--- config.mk ---
export PLATFORM = sky130hd
export DESIGN_NAME = int_exec_top
export DESIGN_NICKNAME = d
export VERILOG_FILES = /design/src/rv_exec_pkg.sv /design/src/issue_bus_if.sv /design/src/gpr.sv /design/src/inst_queue.sv /design/src/inst_decode.sv /design/src/alu_exec.sv /design/src/int_exec_top.sv
export SDC_FILE = /design/constraint.sdc
export NUM_CORES = 2
export LEC_CHECK = 0
export CAP_MARGIN = 20
export CORE_MARGIN = 1.5
export CORE_UTILIZATION = 50
export CTS_CLUSTER_SIZE = 16
export DETAILED_ROUTE_END_ITERATION = 10
export DONT_BUFFER_PORTS = 1
export PLACE_DENSITY_LB_ADDON = 0.3
export SLEW_MARGIN = 20
export SYNTH_ARGS = -nofsm -noshare
export SYNTH_HDL_FRONTEND = slang
export SYNTH_SLANG_ARGS = --single-unit
--- constraint.sdc ---
create_clock -name clk -period 5.55 [get_ports clk]
set_input_delay 1.3875 -clock clk [delete_from_list [all_inputs] [get_ports clk]]
set_output_delay 1.3875 -clock clk [all_outputs]
set_load 0.01 [all_outputs]
--- src/rv_exec_pkg.sv ---
////////////////////////////////////////
// rv32i execute cluster definitions
// widths, opcodes, funct codes, alu ops
////////////////////////////////////////

package rv_exec_pkg;

    // basic widths
    localparam int REG_DATA_W = 32;
    localparam int REG_ADDR_W = 5;
    localparam int INST_W     = 32;

    // architectural register file
    localparam int REG_NUM = 32;

    typedef logic [REG_DATA_W-1:0] reg_data_t;
    typedef logic [REG_ADDR_W-1:0] reg_addr_t;
    typedef logic [INST_W-1:0]     inst_t;
    typedef logic [6:0]            opcode_t;
    typedef logic [2:0]            funct3_t;
    typedef logic [6:0]            funct7_t;

    // x0 reads as zero, writes dropped
    localparam reg_addr_t ZERO_REG = 5'd0;

    // major opcodes handled here
    localparam opcode_t OPC_OP     = 7'b0110011;
    localparam opcode_t OPC_OP_IMM = 7'b0010011;
    localparam opcode_t OPC_LUI    = 7'b0110111;

    // funct3 shared by OP and OP-IMM
    localparam funct3_t F3_ADD_SUB = 3'b000;
    localparam funct3_t F3_SLL     = 3'b001;
    localparam funct3_t F3_SLT     = 3'b010;
    localparam funct3_t F3_SLTU    = 3'b011;
    localparam funct3_t F3_XOR     = 3'b100;
    localparam funct3_t F3_SRL_SRA = 3'b101;
    localparam funct3_t F3_OR      = 3'b110;
    localparam funct3_t F3_AND     = 3'b111;

    // funct7, alt selects sub / sra
    localparam funct7_t F7_BASE = 7'b0000000;
    localparam funct7_t F7_ALT  = 7'b0100000;

    typedef enum logic [3:0] {
        ALU_ADD, ALU_SUB, ALU_SLL, ALU_SLT, ALU_SLTU, ALU_XOR,
        ALU_SRL, ALU_SRA, ALU_OR, ALU_AND, ALU_PASS_B
    } alu_op_e;

    // instruction queue default size
    localparam int QUEUE_DEPTH_DEF = 4;

endpackage

--- src/issue_bus_if.sv ---
////////////////////////////////////////
// decode to execute issue bus
////////////////////////////////////////
`timescale 1ns/1ps

interface issue_bus_if;
    import rv_exec_pkg::*;

    // one decoded instruction per cycle
    logic      valid;
    // fields below only meaningful with valid
    alu_op_e   alu_op;
    reg_data_t operand_a;
    reg_data_t operand_b;
    reg_addr_t rd;
    // writeback wanted, false for x0 / unsupported
    logic      wr_en;

    // decode side
    modport dec (
        output valid, alu_op, operand_a, operand_b, rd, wr_en
    );

    // execute side
    modport exe (
        input valid, alu_op, operand_a, operand_b, rd, wr_en
    );

endinterface

--- src/gpr.sv ---
////////////////////////////////////////
// general purpose register file
// 2 read ports, 1 write, x0 = 0, bypass
////////////////////////////////////////
`timescale 1ns/1ps

module gpr (
    input  logic                  clk,
    input  logic                  reset_i,
    // write port, from execute
    input  logic                  we_i,
    input  rv_exec_pkg::reg_addr_t waddr_i,
    input  rv_exec_pkg::reg_data_t wdata_i,
    // read port 1, rs1
    input  rv_exec_pkg::reg_addr_t raddr1_i,
    output rv_exec_pkg::reg_data_t rdata1_o,
    // read port 2, rs2
    input  rv_exec_pkg::reg_addr_t raddr2_i,
    output rv_exec_pkg::reg_data_t rdata2_o
);
    import rv_exec_pkg::*;

    // x1..x31 only, x0 has no storage
    reg_data_t regs [1:REG_NUM-1];

    // write to x0 has no effect
    logic wr_live;
    assign wr_live = we_i && (waddr_i != ZERO_REG);

    always_ff @(posedge clk) begin
        if (reset_i) begin
            for (int i = 1; i < REG_NUM; i++) begin
                regs[i] <= '0;
            end
        end else if (wr_live) begin
            regs[waddr_i] <= wdata_i;
        end
    end

    // zero first, then same-cycle write, then stored value
    function automatic reg_data_t read_port(input reg_addr_t addr);
        reg_data_t data;
        if (addr == ZERO_REG) begin
            data = '0;
        end else if (wr_live && (addr == waddr_i)) begin
            // bypass for the instruction decoded right behind
            data = wdata_i;
        end else begin
            data = regs[addr];
        end
        return data;
    endfunction

    assign rdata1_o = read_port(raddr1_i);
    assign rdata2_o = read_port(raddr2_i);

    // x0 must stay zero on both ports, even when written
    a_x0_zero: assert property (
        @(posedge clk) disable iff (reset_i)
        ((raddr1_i == ZERO_REG) |-> (rdata1_o == '0)) and
        ((raddr2_i == ZERO_REG) |-> (rdata2_o == '0))
    ) else $error("gpr: x0 read returned nonzero");

endmodule

--- src/inst_queue.sv ---
////////////////////////////////////////
// instruction queue under credit control
// one credit pulse back per popped entry
////////////////////////////////////////
`timescale 1ns/1ps

module inst_queue #(
    parameter int QUEUE_DEPTH = rv_exec_pkg::QUEUE_DEPTH_DEF
) (
    input  logic               clk,
    input  logic               reset_i,
    input  logic               push_i,
    input  rv_exec_pkg::inst_t push_inst_i,
    input  logic               pop_i,
    output logic               head_valid_o,
    output rv_exec_pkg::inst_t head_inst_o,
    output logic               credit_o
);
    import rv_exec_pkg::*;

    localparam int PTR_W = $clog2(QUEUE_DEPTH);
    localparam int CNT_W = $clog2(QUEUE_DEPTH + 1);

    typedef logic [PTR_W-1:0] ptr_t;
    typedef logic [CNT_W-1:0] cnt_t;

    // storage, no reset needed
    inst_t mem [QUEUE_DEPTH];

    ptr_t wr_ptr;
    ptr_t rd_ptr;
    cnt_t count;
    logic full;
    logic do_push;
    logic do_pop;
    logic credit_q;

    // pointer wrap, depth need not be a power of 2
    function automatic ptr_t ptr_inc(input ptr_t p);
        return (p == ptr_t'(QUEUE_DEPTH - 1)) ? '0 : p + ptr_t'(1);
    endfunction

    assign full         = (count == cnt_t'(QUEUE_DEPTH));
    assign head_valid_o = (count != '0);
    assign head_inst_o  = mem[rd_ptr];
    assign do_push      = push_i && !full;
    assign do_pop       = pop_i && head_valid_o;

    always_ff @(posedge clk) begin
        if (do_push) begin
            mem[wr_ptr] <= push_inst_i;
        end
    end

    // pointers, occupancy and credit return
    always_ff @(posedge clk) begin
        if (reset_i) begin
            wr_ptr   <= '0;
            rd_ptr   <= '0;
            count    <= '0;
            credit_q <= 1'b0;
        end else begin
            if (do_push) begin
                wr_ptr <= ptr_inc(wr_ptr);
            end
            if (do_pop) begin
                rd_ptr <= ptr_inc(rd_ptr);
            end
            case ({do_push, do_pop})
                2'b10:   count <= count + cnt_t'(1);
                2'b01:   count <= count - cnt_t'(1);
                default: count <= count;
            endcase
            // one cycle pulse per freed slot
            credit_q <= do_pop;
        end
    end

    assign credit_o = credit_q;

    // source spent a credit it did not have
    a_no_push_full: assert property (
        @(posedge clk) disable iff (reset_i) push_i |-> !full
    ) else $error("inst_queue: push into full queue");

    a_no_pop_empty: assert property (
        @(posedge clk) disable iff (reset_i) pop_i |-> head_valid_o
    ) else $error("inst_queue: pop from empty queue");

endmodule

--- src/inst_decode.sv ---
////////////////////////////////////////
// decode stage, reads operands from gpr
// and registers them onto the issue bus
////////////////////////////////////////
`timescale 1ns/1ps

module inst_decode (
    input  logic                   clk,
    input  logic                   reset_i,
    // queue head
    input  logic                   head_valid_i,
    input  rv_exec_pkg::inst_t     head_inst_i,
    output logic                   pop_o,
    // gpr read ports
    output rv_exec_pkg::reg_addr_t raddr1_o,
    output rv_exec_pkg::reg_addr_t raddr2_o,
    input  rv_exec_pkg::reg_data_t rdata1_i,
    input  rv_exec_pkg::reg_data_t rdata2_i,
    // to execute
    issue_bus_if.dec               issue
);
    import rv_exec_pkg::*;

    // instruction fields
    opcode_t   opcode;
    reg_addr_t rd;
    funct3_t   funct3;
    reg_addr_t rs1;
    reg_addr_t rs2;
    funct7_t   funct7;

    assign opcode = head_inst_i[6:0];
    assign rd     = head_inst_i[11:7];
    assign funct3 = head_inst_i[14:12];
    assign rs1    = head_inst_i[19:15];
    assign rs2    = head_inst_i[24:20];
    assign funct7 = head_inst_i[31:25];

    // immediates
    reg_data_t imm_i;
    reg_data_t imm_u;
    reg_data_t shamt;

    assign imm_i = {{20{head_inst_i[31]}}, head_inst_i[31:20]};
    assign imm_u = {head_inst_i[31:12], 12'b0};
    // shift amount sits in the rs2 slot
    assign shamt = reg_data_t'(head_inst_i[24:20]);

    // execute never stalls, so take every head entry
    assign pop_o    = head_valid_i;
    assign raddr1_o = rs1;
    assign raddr2_o = rs2;

    // funct3 to alu op, alt picks sub / sra
    function automatic alu_op_e sel_op(input funct3_t f3, input logic alt);
        alu_op_e op;
        case (f3)
            F3_ADD_SUB: op = alt ? ALU_SUB : ALU_ADD;
            F3_SLL:     op = ALU_SLL;
            F3_SLT:     op = ALU_SLT;
            F3_SLTU:    op = ALU_SLTU;
            F3_XOR:     op = ALU_XOR;
            F3_SRL_SRA: op = alt ? ALU_SRA : ALU_SRL;
            F3_OR:      op = ALU_OR;
            default:    op = ALU_AND;
        endcase
        return op;
    endfunction

    alu_op_e   op_d;
    reg_data_t opb_d;
    logic      supported;

    always_comb begin
        op_d      = ALU_ADD;
        opb_d     = rdata2_i;
        supported = 1'b0;
        case (opcode)
            OPC_OP: begin
                op_d  = sel_op(funct3, head_inst_i[30]);
                opb_d = rdata2_i;
                // only sub and sra may use the alt funct7
                supported = (funct7 == F7_BASE) ||
                            ((funct7 == F7_ALT) &&
                             ((funct3 == F3_ADD_SUB) || (funct3 == F3_SRL_SRA)));
            end
            OPC_OP_IMM: begin
                // no subi, alt only matters for srai
                op_d = sel_op(funct3, head_inst_i[30] && (funct3 == F3_SRL_SRA));
                if (funct3 == F3_SLL) begin
                    opb_d     = shamt;
                    supported = (funct7 == F7_BASE);
                end else if (funct3 == F3_SRL_SRA) begin
                    opb_d     = shamt;
                    supported = (funct7 == F7_BASE) || (funct7 == F7_ALT);
                end else begin
                    opb_d     = imm_i;
                    supported = 1'b1;
                end
            end
            OPC_LUI: begin
                op_d      = ALU_PASS_B;
                opb_d     = imm_u;
                supported = 1'b1;
            end
            default: begin
                // anything else runs as a no-op
                supported = 1'b0;
            end
        endcase
    end

    // issue valid follows the pop one cycle later
    always_ff @(posedge clk) begin
        if (reset_i) begin
            issue.valid <= 1'b0;
        end else begin
            issue.valid <= pop_o;
        end
    end

    // payload, loaded only on pop
    always_ff @(posedge clk) begin
        if (pop_o) begin
            issue.alu_op    <= op_d;
            issue.operand_a <= rdata1_i;
            issue.operand_b <= opb_d;
            issue.rd        <= rd;
            issue.wr_en     <= supported && (rd != ZERO_REG);
        end
    end

endmodule

--- src/alu_exec.sv ---
////////////////////////////////////////
// execute stage with alu and gpr writeback
// plus registered writeback report
////////////////////////////////////////
`timescale 1ns/1ps

module alu_exec (
    input  logic                   clk,
    input  logic                   reset_i,
    issue_bus_if.exe               issue,
    // gpr write port
    output logic                   we_o,
    output rv_exec_pkg::reg_addr_t waddr_o,
    output rv_exec_pkg::reg_data_t wdata_o,
    // writeback report
    output logic                   wb_valid_o,
    output rv_exec_pkg::reg_addr_t wb_rd_o,
    output rv_exec_pkg::reg_data_t wb_data_o
);
    import rv_exec_pkg::*;

    reg_data_t a;
    reg_data_t b;
    logic [4:0] sh;
    reg_data_t result;

    assign a  = issue.operand_a;
    assign b  = issue.operand_b;
    // rv32i shifts use low 5 bits only
    assign sh = b[4:0];

    always_comb begin
        case (issue.alu_op)
            ALU_ADD:    result = a + b;
            ALU_SUB:    result = a - b;
            ALU_SLL:    result = a << sh;
            ALU_SLT:    result = reg_data_t'($signed(a) < $signed(b));
            ALU_SLTU:   result = reg_data_t'(a < b);
            ALU_XOR:    result = a ^ b;
            ALU_SRL:    result = a >> sh;
            // arithmetic shift fills with sign
            ALU_SRA:    result = reg_data_t'($signed(a) >>> sh);
            ALU_OR:     result = a | b;
            ALU_AND:    result = a & b;
            ALU_PASS_B: result = b;
            default:    result = '0;
        endcase
    end

    // register write in the same cycle as issue
    assign we_o    = issue.valid && issue.wr_en;
    assign waddr_o = issue.rd;
    assign wdata_o = result;

    logic      wb_valid_q;
    reg_addr_t wb_rd_q;
    reg_data_t wb_data_q;

    always_ff @(posedge clk) begin
        if (reset_i) begin
            wb_valid_q <= 1'b0;
        end else begin
            wb_valid_q <= we_o;
        end
    end

    // report payload held between writebacks
    always_ff @(posedge clk) begin
        if (we_o) begin
            wb_rd_q   <= waddr_o;
            wb_data_q <= wdata_o;
        end
    end

    assign wb_valid_o = wb_valid_q;
    assign wb_rd_o    = wb_rd_q;
    assign wb_data_o  = wb_data_q;

    a_we_needs_valid: assert property (
        @(posedge clk) disable iff (reset_i) we_o |-> issue.valid
    ) else $error("alu_exec: register write without valid issue");

endmodule

--- src/int_exec_top.sv ---
////////////////////////////////////////
// rv32i integer execute cluster top
// queue, decode, gpr and execute
////////////////////////////////////////
`timescale 1ns/1ps

module int_exec_top #(
    parameter int QUEUE_DEPTH = rv_exec_pkg::QUEUE_DEPTH_DEF
) (
    input  logic                   clk,
    input  logic                   reset_i,
    // instruction input, credit governed
    input  logic                   inst_valid_i,
    input  rv_exec_pkg::inst_t     inst_i,
    output logic                   credit_o,
    // writeback report
    output logic                   wb_valid_o,
    output rv_exec_pkg::reg_addr_t wb_rd_o,
    output rv_exec_pkg::reg_data_t wb_data_o
);
    import rv_exec_pkg::*;

    // queue head to decode
    logic      head_valid;
    inst_t     head_inst;
    logic      pop;

    // gpr read ports
    reg_addr_t raddr1;
    reg_addr_t raddr2;
    reg_data_t rdata1;
    reg_data_t rdata2;

    // gpr write port
    logic      we;
    reg_addr_t waddr;
    reg_data_t wdata;

    issue_bus_if issue_bus ();

    inst_queue #(
        .QUEUE_DEPTH (QUEUE_DEPTH)
    ) u_queue (
        .clk          (clk),
        .reset_i      (reset_i),
        .push_i       (inst_valid_i),
        .push_inst_i  (inst_i),
        .pop_i        (pop),
        .head_valid_o (head_valid),
        .head_inst_o  (head_inst),
        .credit_o     (credit_o)
    );

    inst_decode u_decode (
        .clk          (clk),
        .reset_i      (reset_i),
        .head_valid_i (head_valid),
        .head_inst_i  (head_inst),
        .pop_o        (pop),
        .raddr1_o     (raddr1),
        .raddr2_o     (raddr2),
        .rdata1_i     (rdata1),
        .rdata2_i     (rdata2),
        .issue        (issue_bus.dec)
    );

    gpr u_gpr (
        .clk      (clk),
        .reset_i  (reset_i),
        .we_i     (we),
        .waddr_i  (waddr),
        .wdata_i  (wdata),
        .raddr1_i (raddr1),
        .rdata1_o (rdata1),
        .raddr2_i (raddr2),
        .rdata2_o (rdata2)
    );

    alu_exec u_exec (
        .clk        (clk),
        .reset_i    (reset_i),
        .issue      (issue_bus.exe),
        .we_o       (we),
        .waddr_o    (waddr),
        .wdata_o    (wdata),
        .wb_valid_o (wb_valid_o),
        .wb_rd_o    (wb_rd_o),
        .wb_data_o  (wb_data_o)
    );

endmodule

==> metrics.md <==
| Metric | Value |
|---|---|
| Status | finished, final reports clean |
| Overall global routing resource usage | 0.345 |
| Total gr overflow | 0 |
| NetSw | approximately 26 mW |
| RSZ-0062 raised after global routing | false |
| Clock share of power | 0.162 |
| Power per cell area | roughly 690 mW/mm² |
| Die X | 382 µm |
| Post-route DRC | 0 |
| Post-DP HPWL | 161000 µm |
| Required time worst endpoint | 6.07 ns |
| Worst-skew pair later-pin latency | ~0.80 ns |
| Clk sink count | roughly 1300 |
| Die area | roughly 0.15 mm² |
| Number of antenna violations at the first check in global routing | 5 |
| P&R area growth vs syn | 9.57% |
| Deepest clock path buffer count | 3 |
| Worst Tran Pin Value | between 1 and 1.5 ns |
| Largest net degree at the start of global routing | 113 |
| Worst rel slew slack | 0.220 |
| Clock transition at path regs | 0.06 ns |
| Post-DR wirelength/cell | 35.0 µm |
| Pleak | 27.5 nW |
| # H-tree levels | 4 |
| IR drop worst, VDD | ~0.75 mV |
| Share of layout cells above drive strength 1 | 0.228 |
| Synth top area share | 0.528 |
| Internal | between 20 and 30 mW |
| Vias in the first global route | 50200 |
| Starting Density | 0.506 |
| Area leader, netlist | edfxtp_1 |
| WS Path Type | reg2reg |
| Final period utilization | 0.892 |
| FF+latch count, synth | 1274 |
| Async S/R FF share, synth | 0 |
| Top_reg_cell synth | edfxtp_1 |
| Number of nets in the layout | around 5400 |
| Vias/cell | a little over 7 |
| Final critical-path required period | roughly 4.9 ns |
| Placer Congestion | between 1 and 1.5 |
| Final wirelength | roughly 250000 µm |
| Sequential element share of the synthesized area | 0.531 |
| Critical Path Fanout Max | 33 |
| Crit end category | flop |
| Mapped Area | slightly above 0.07 mm² |
| Crit path DAT | 5.46 ns |
| Max-cap violations | 0 |
| Hold/Removal Path Class | reg2reg |
| I/O Pins | 74 |
| Setup Buffers After CTS | 0 |
| DR iter-0 viols | around 8500 |
| Sequential share of power | 0.242 |
| Syn Inst Count | 5360 |
| Post-synth EDFFs | between 1000 and 1500 |
| Switching share of total power | 0.484 |
| First-pass GRT wire length | about 360000 µm |
| Total CTS buffers | roughly 130 |
| Final setup fails | 0 |
| Final TNS setup | 0 ns |
| Rows | between 100 and 150 |
| Fmax | 0.202 GHz |
| Core area | ~0.14 mm² |
| Top post-synthesis cells by area | edfxtp_1 53%, mux4_2 20%, nor2_1 6.1% |
| CTS tree | built |
| Ys Warns | 0 |
| Routed Antenna Nets | 0 |
| Final Hold Viols | 0 |
| Clk_skew | between 0.03 and 0.04 ns |
| Via Count | a little over 50000 |
| Power Total | around 54 mW |
| Port-buffer cells | 0 |
| Crit start category | flop |
| Distinct cell type count of the synthesized netlist | 102 |
| Root Driver | clkbuf_16 |
| Combinational Power Share | 0.596 |
| Slew Viols, Final | 0 |
| Pre-antenna DRT Iters | 6 |
| Die Span Y | 382 µm |
| CTS Hold Bufs | 0 |
| Post-cts gate resize count | 0 |
| Syn avg cell area | ~13 µm² |
[layout make-up]
class	count	area, µm²
fillers	11300	63300
flip-flops and latches	1274	38100
multi-input cells	3458	31200
clock buffers	161	3480
well taps	1890	2360
repair buffers	230	2210
clock inverters	72	722
inverters	139	523
diodes	2	5.00
[Yosys cell counts, types with 26 or more instances]
cell and n:
edfxtp_1 1263, nor2_1 1169, mux4_2 646, clkbuf_1 258, a21oi_1 229, nand2_1 169, buf_2 159, mux2i_1 157
inv_1 131, a211oi_1 113, o21ai_0 111, ha_1 109, nor2b_1 81, buf_1 52, nand2b_1 50, o22ai_1 44
o211ai_1 43, nor3_1 35, nand3_1 30, buf_6 28, o221ai_1 26
[worst max-delay path: stages, from the launching register on]
cell and delay (ns):
edfxtp_1 0.65, inv_1 0.09, ha_1 0.51, inv_2 0.14, o31ai_1 0.49, a21oi_1 0.12
o211ai_1 0.76, a22oi_1 0.26, xnor2_1 0.74, a221oi_4 0.19, buf_4 0.30, o22ai_1 0.42
[layout by cell type (no fill, tap or decap), types with 22 or more instances in the layout]
cell type  netlist  routed
a211oi_1       113     113
a21oi_1        229     224
a22oi_1         25      25
buf_12           0      39
buf_4           23     191
clkbuf_1       258      24
clkbuf_16        0     134
clkinv_1         2      30
conb_1           1      32
edfxtp_1      1263    1263
ha_1           109     109
inv_1          131     127
mux2_2          23      23
mux2i_1        157     157
mux4_2         646     638
nand2_1        169     138
nand2_2          0      31
nand2b_2         0      31
nand3_1         30      30
nor2_1        1169    1166
nor2b_1         81      81
nor3_1          35      34
o211ai_1        43      43
o21ai_0        111     110
o221ai_1        26      26
o22ai_1         44      44
xnor2_1         22      22
[cell families (layout without fill, tap and decap cells)]
logic type	after synthesis	in the layout	synth area share
AOI/OAI and AO/OA	815	815	0.0785
xor gates and xnor gates	31	31	0.00378
adders and majority gates	112	112	0.0198
buffers and inverters	659	602	0.0414
DFF	1274	1274	0.531
muxes	827	827	0.228
other	1	34	0.0000522
and+or+nand+nor	1641	1641	0.0967
[registers in the layout (all words and copies together), names as in the netlist, 3 cells and up, named ones only]
name and count:
u_exec.wb_rd_o 5, u_queue.mem 128, u_decode.issue.operand_a 32, u_gpr.regs 1024, u_decode.issue.operand_b 32, u_queue.count 3, u_exec.wb_data_o 32, u_decode.issue.rd 5
u_decode.issue.alu_op 4
[per-layer routing]
metal | vias up | track usage | wire, µm
met3 | 702 | 0.0905 | 34800
met2 | 4169 | 0.506 | 111000
li1 | 20400 | - | -
met5 | - | 0 | 43
met4 | 6 | 0.174 | 14400
met1 | 25900 | 0.478 | 92700
[per-stage QoR]
step | util | area [µm²] | cells | setup WS (ns) | hold slack, ns
floorplan | - | 71900 | 5391 | 1.34 | 0.424
global placement | 0.525 | 74400 | 6991 | 0.809 | 0.481
detailed placement | 0.525 | 74400 | 6991 | 0.864 | 0.486
CTS | 0.554 | 78700 | 7224 | 0.840 | 0.495
global route | 0.554 | 78700 | 7224 | 0.628 | 0.517
finish | 0.554 | 78700 | 7226 | 0.601 | 0.493
[final timing paths]
check                                            start                                    endpoint  slack (ns)  cells after the start
max          u_decode.issue.operand_a[8]$_SDFFCE_PN0N_  u_decode.issue.operand_a[15]$_SDFFCE_PN0N_        0.60                     11
min                     u_queue.wr_ptr[1]$_SDFFE_PP0P_              u_queue.wr_ptr[1]$_SDFFE_PP0P_        0.49                      2
min reg2reg             u_queue.wr_ptr[1]$_SDFFE_PP0P_              u_queue.wr_ptr[1]$_SDFFE_PP0P_        0.49                      2
max reg2reg  u_decode.issue.operand_a[8]$_SDFFCE_PN0N_  u_decode.issue.operand_a[15]$_SDFFCE_PN0N_        0.60                     11
[power by group through the flow]
stage | sequential, mW | clock (mW) | combinational [mW]
2_1_floorplan | 12.8 | 0 | 21.0
5_1_grt | 13.2 | 9.18 | 33.5
3_3_place_gp | 13.2 | 0 | 31.5
4_1_cts | 13.1 | 8.84 | 31.6
6_report | 13.1 | 8.81 | 32.3
3_5_place_dp | 13.3 | 0 | 31.5
No activity file was read; power rests on OpenSTA's default activity.
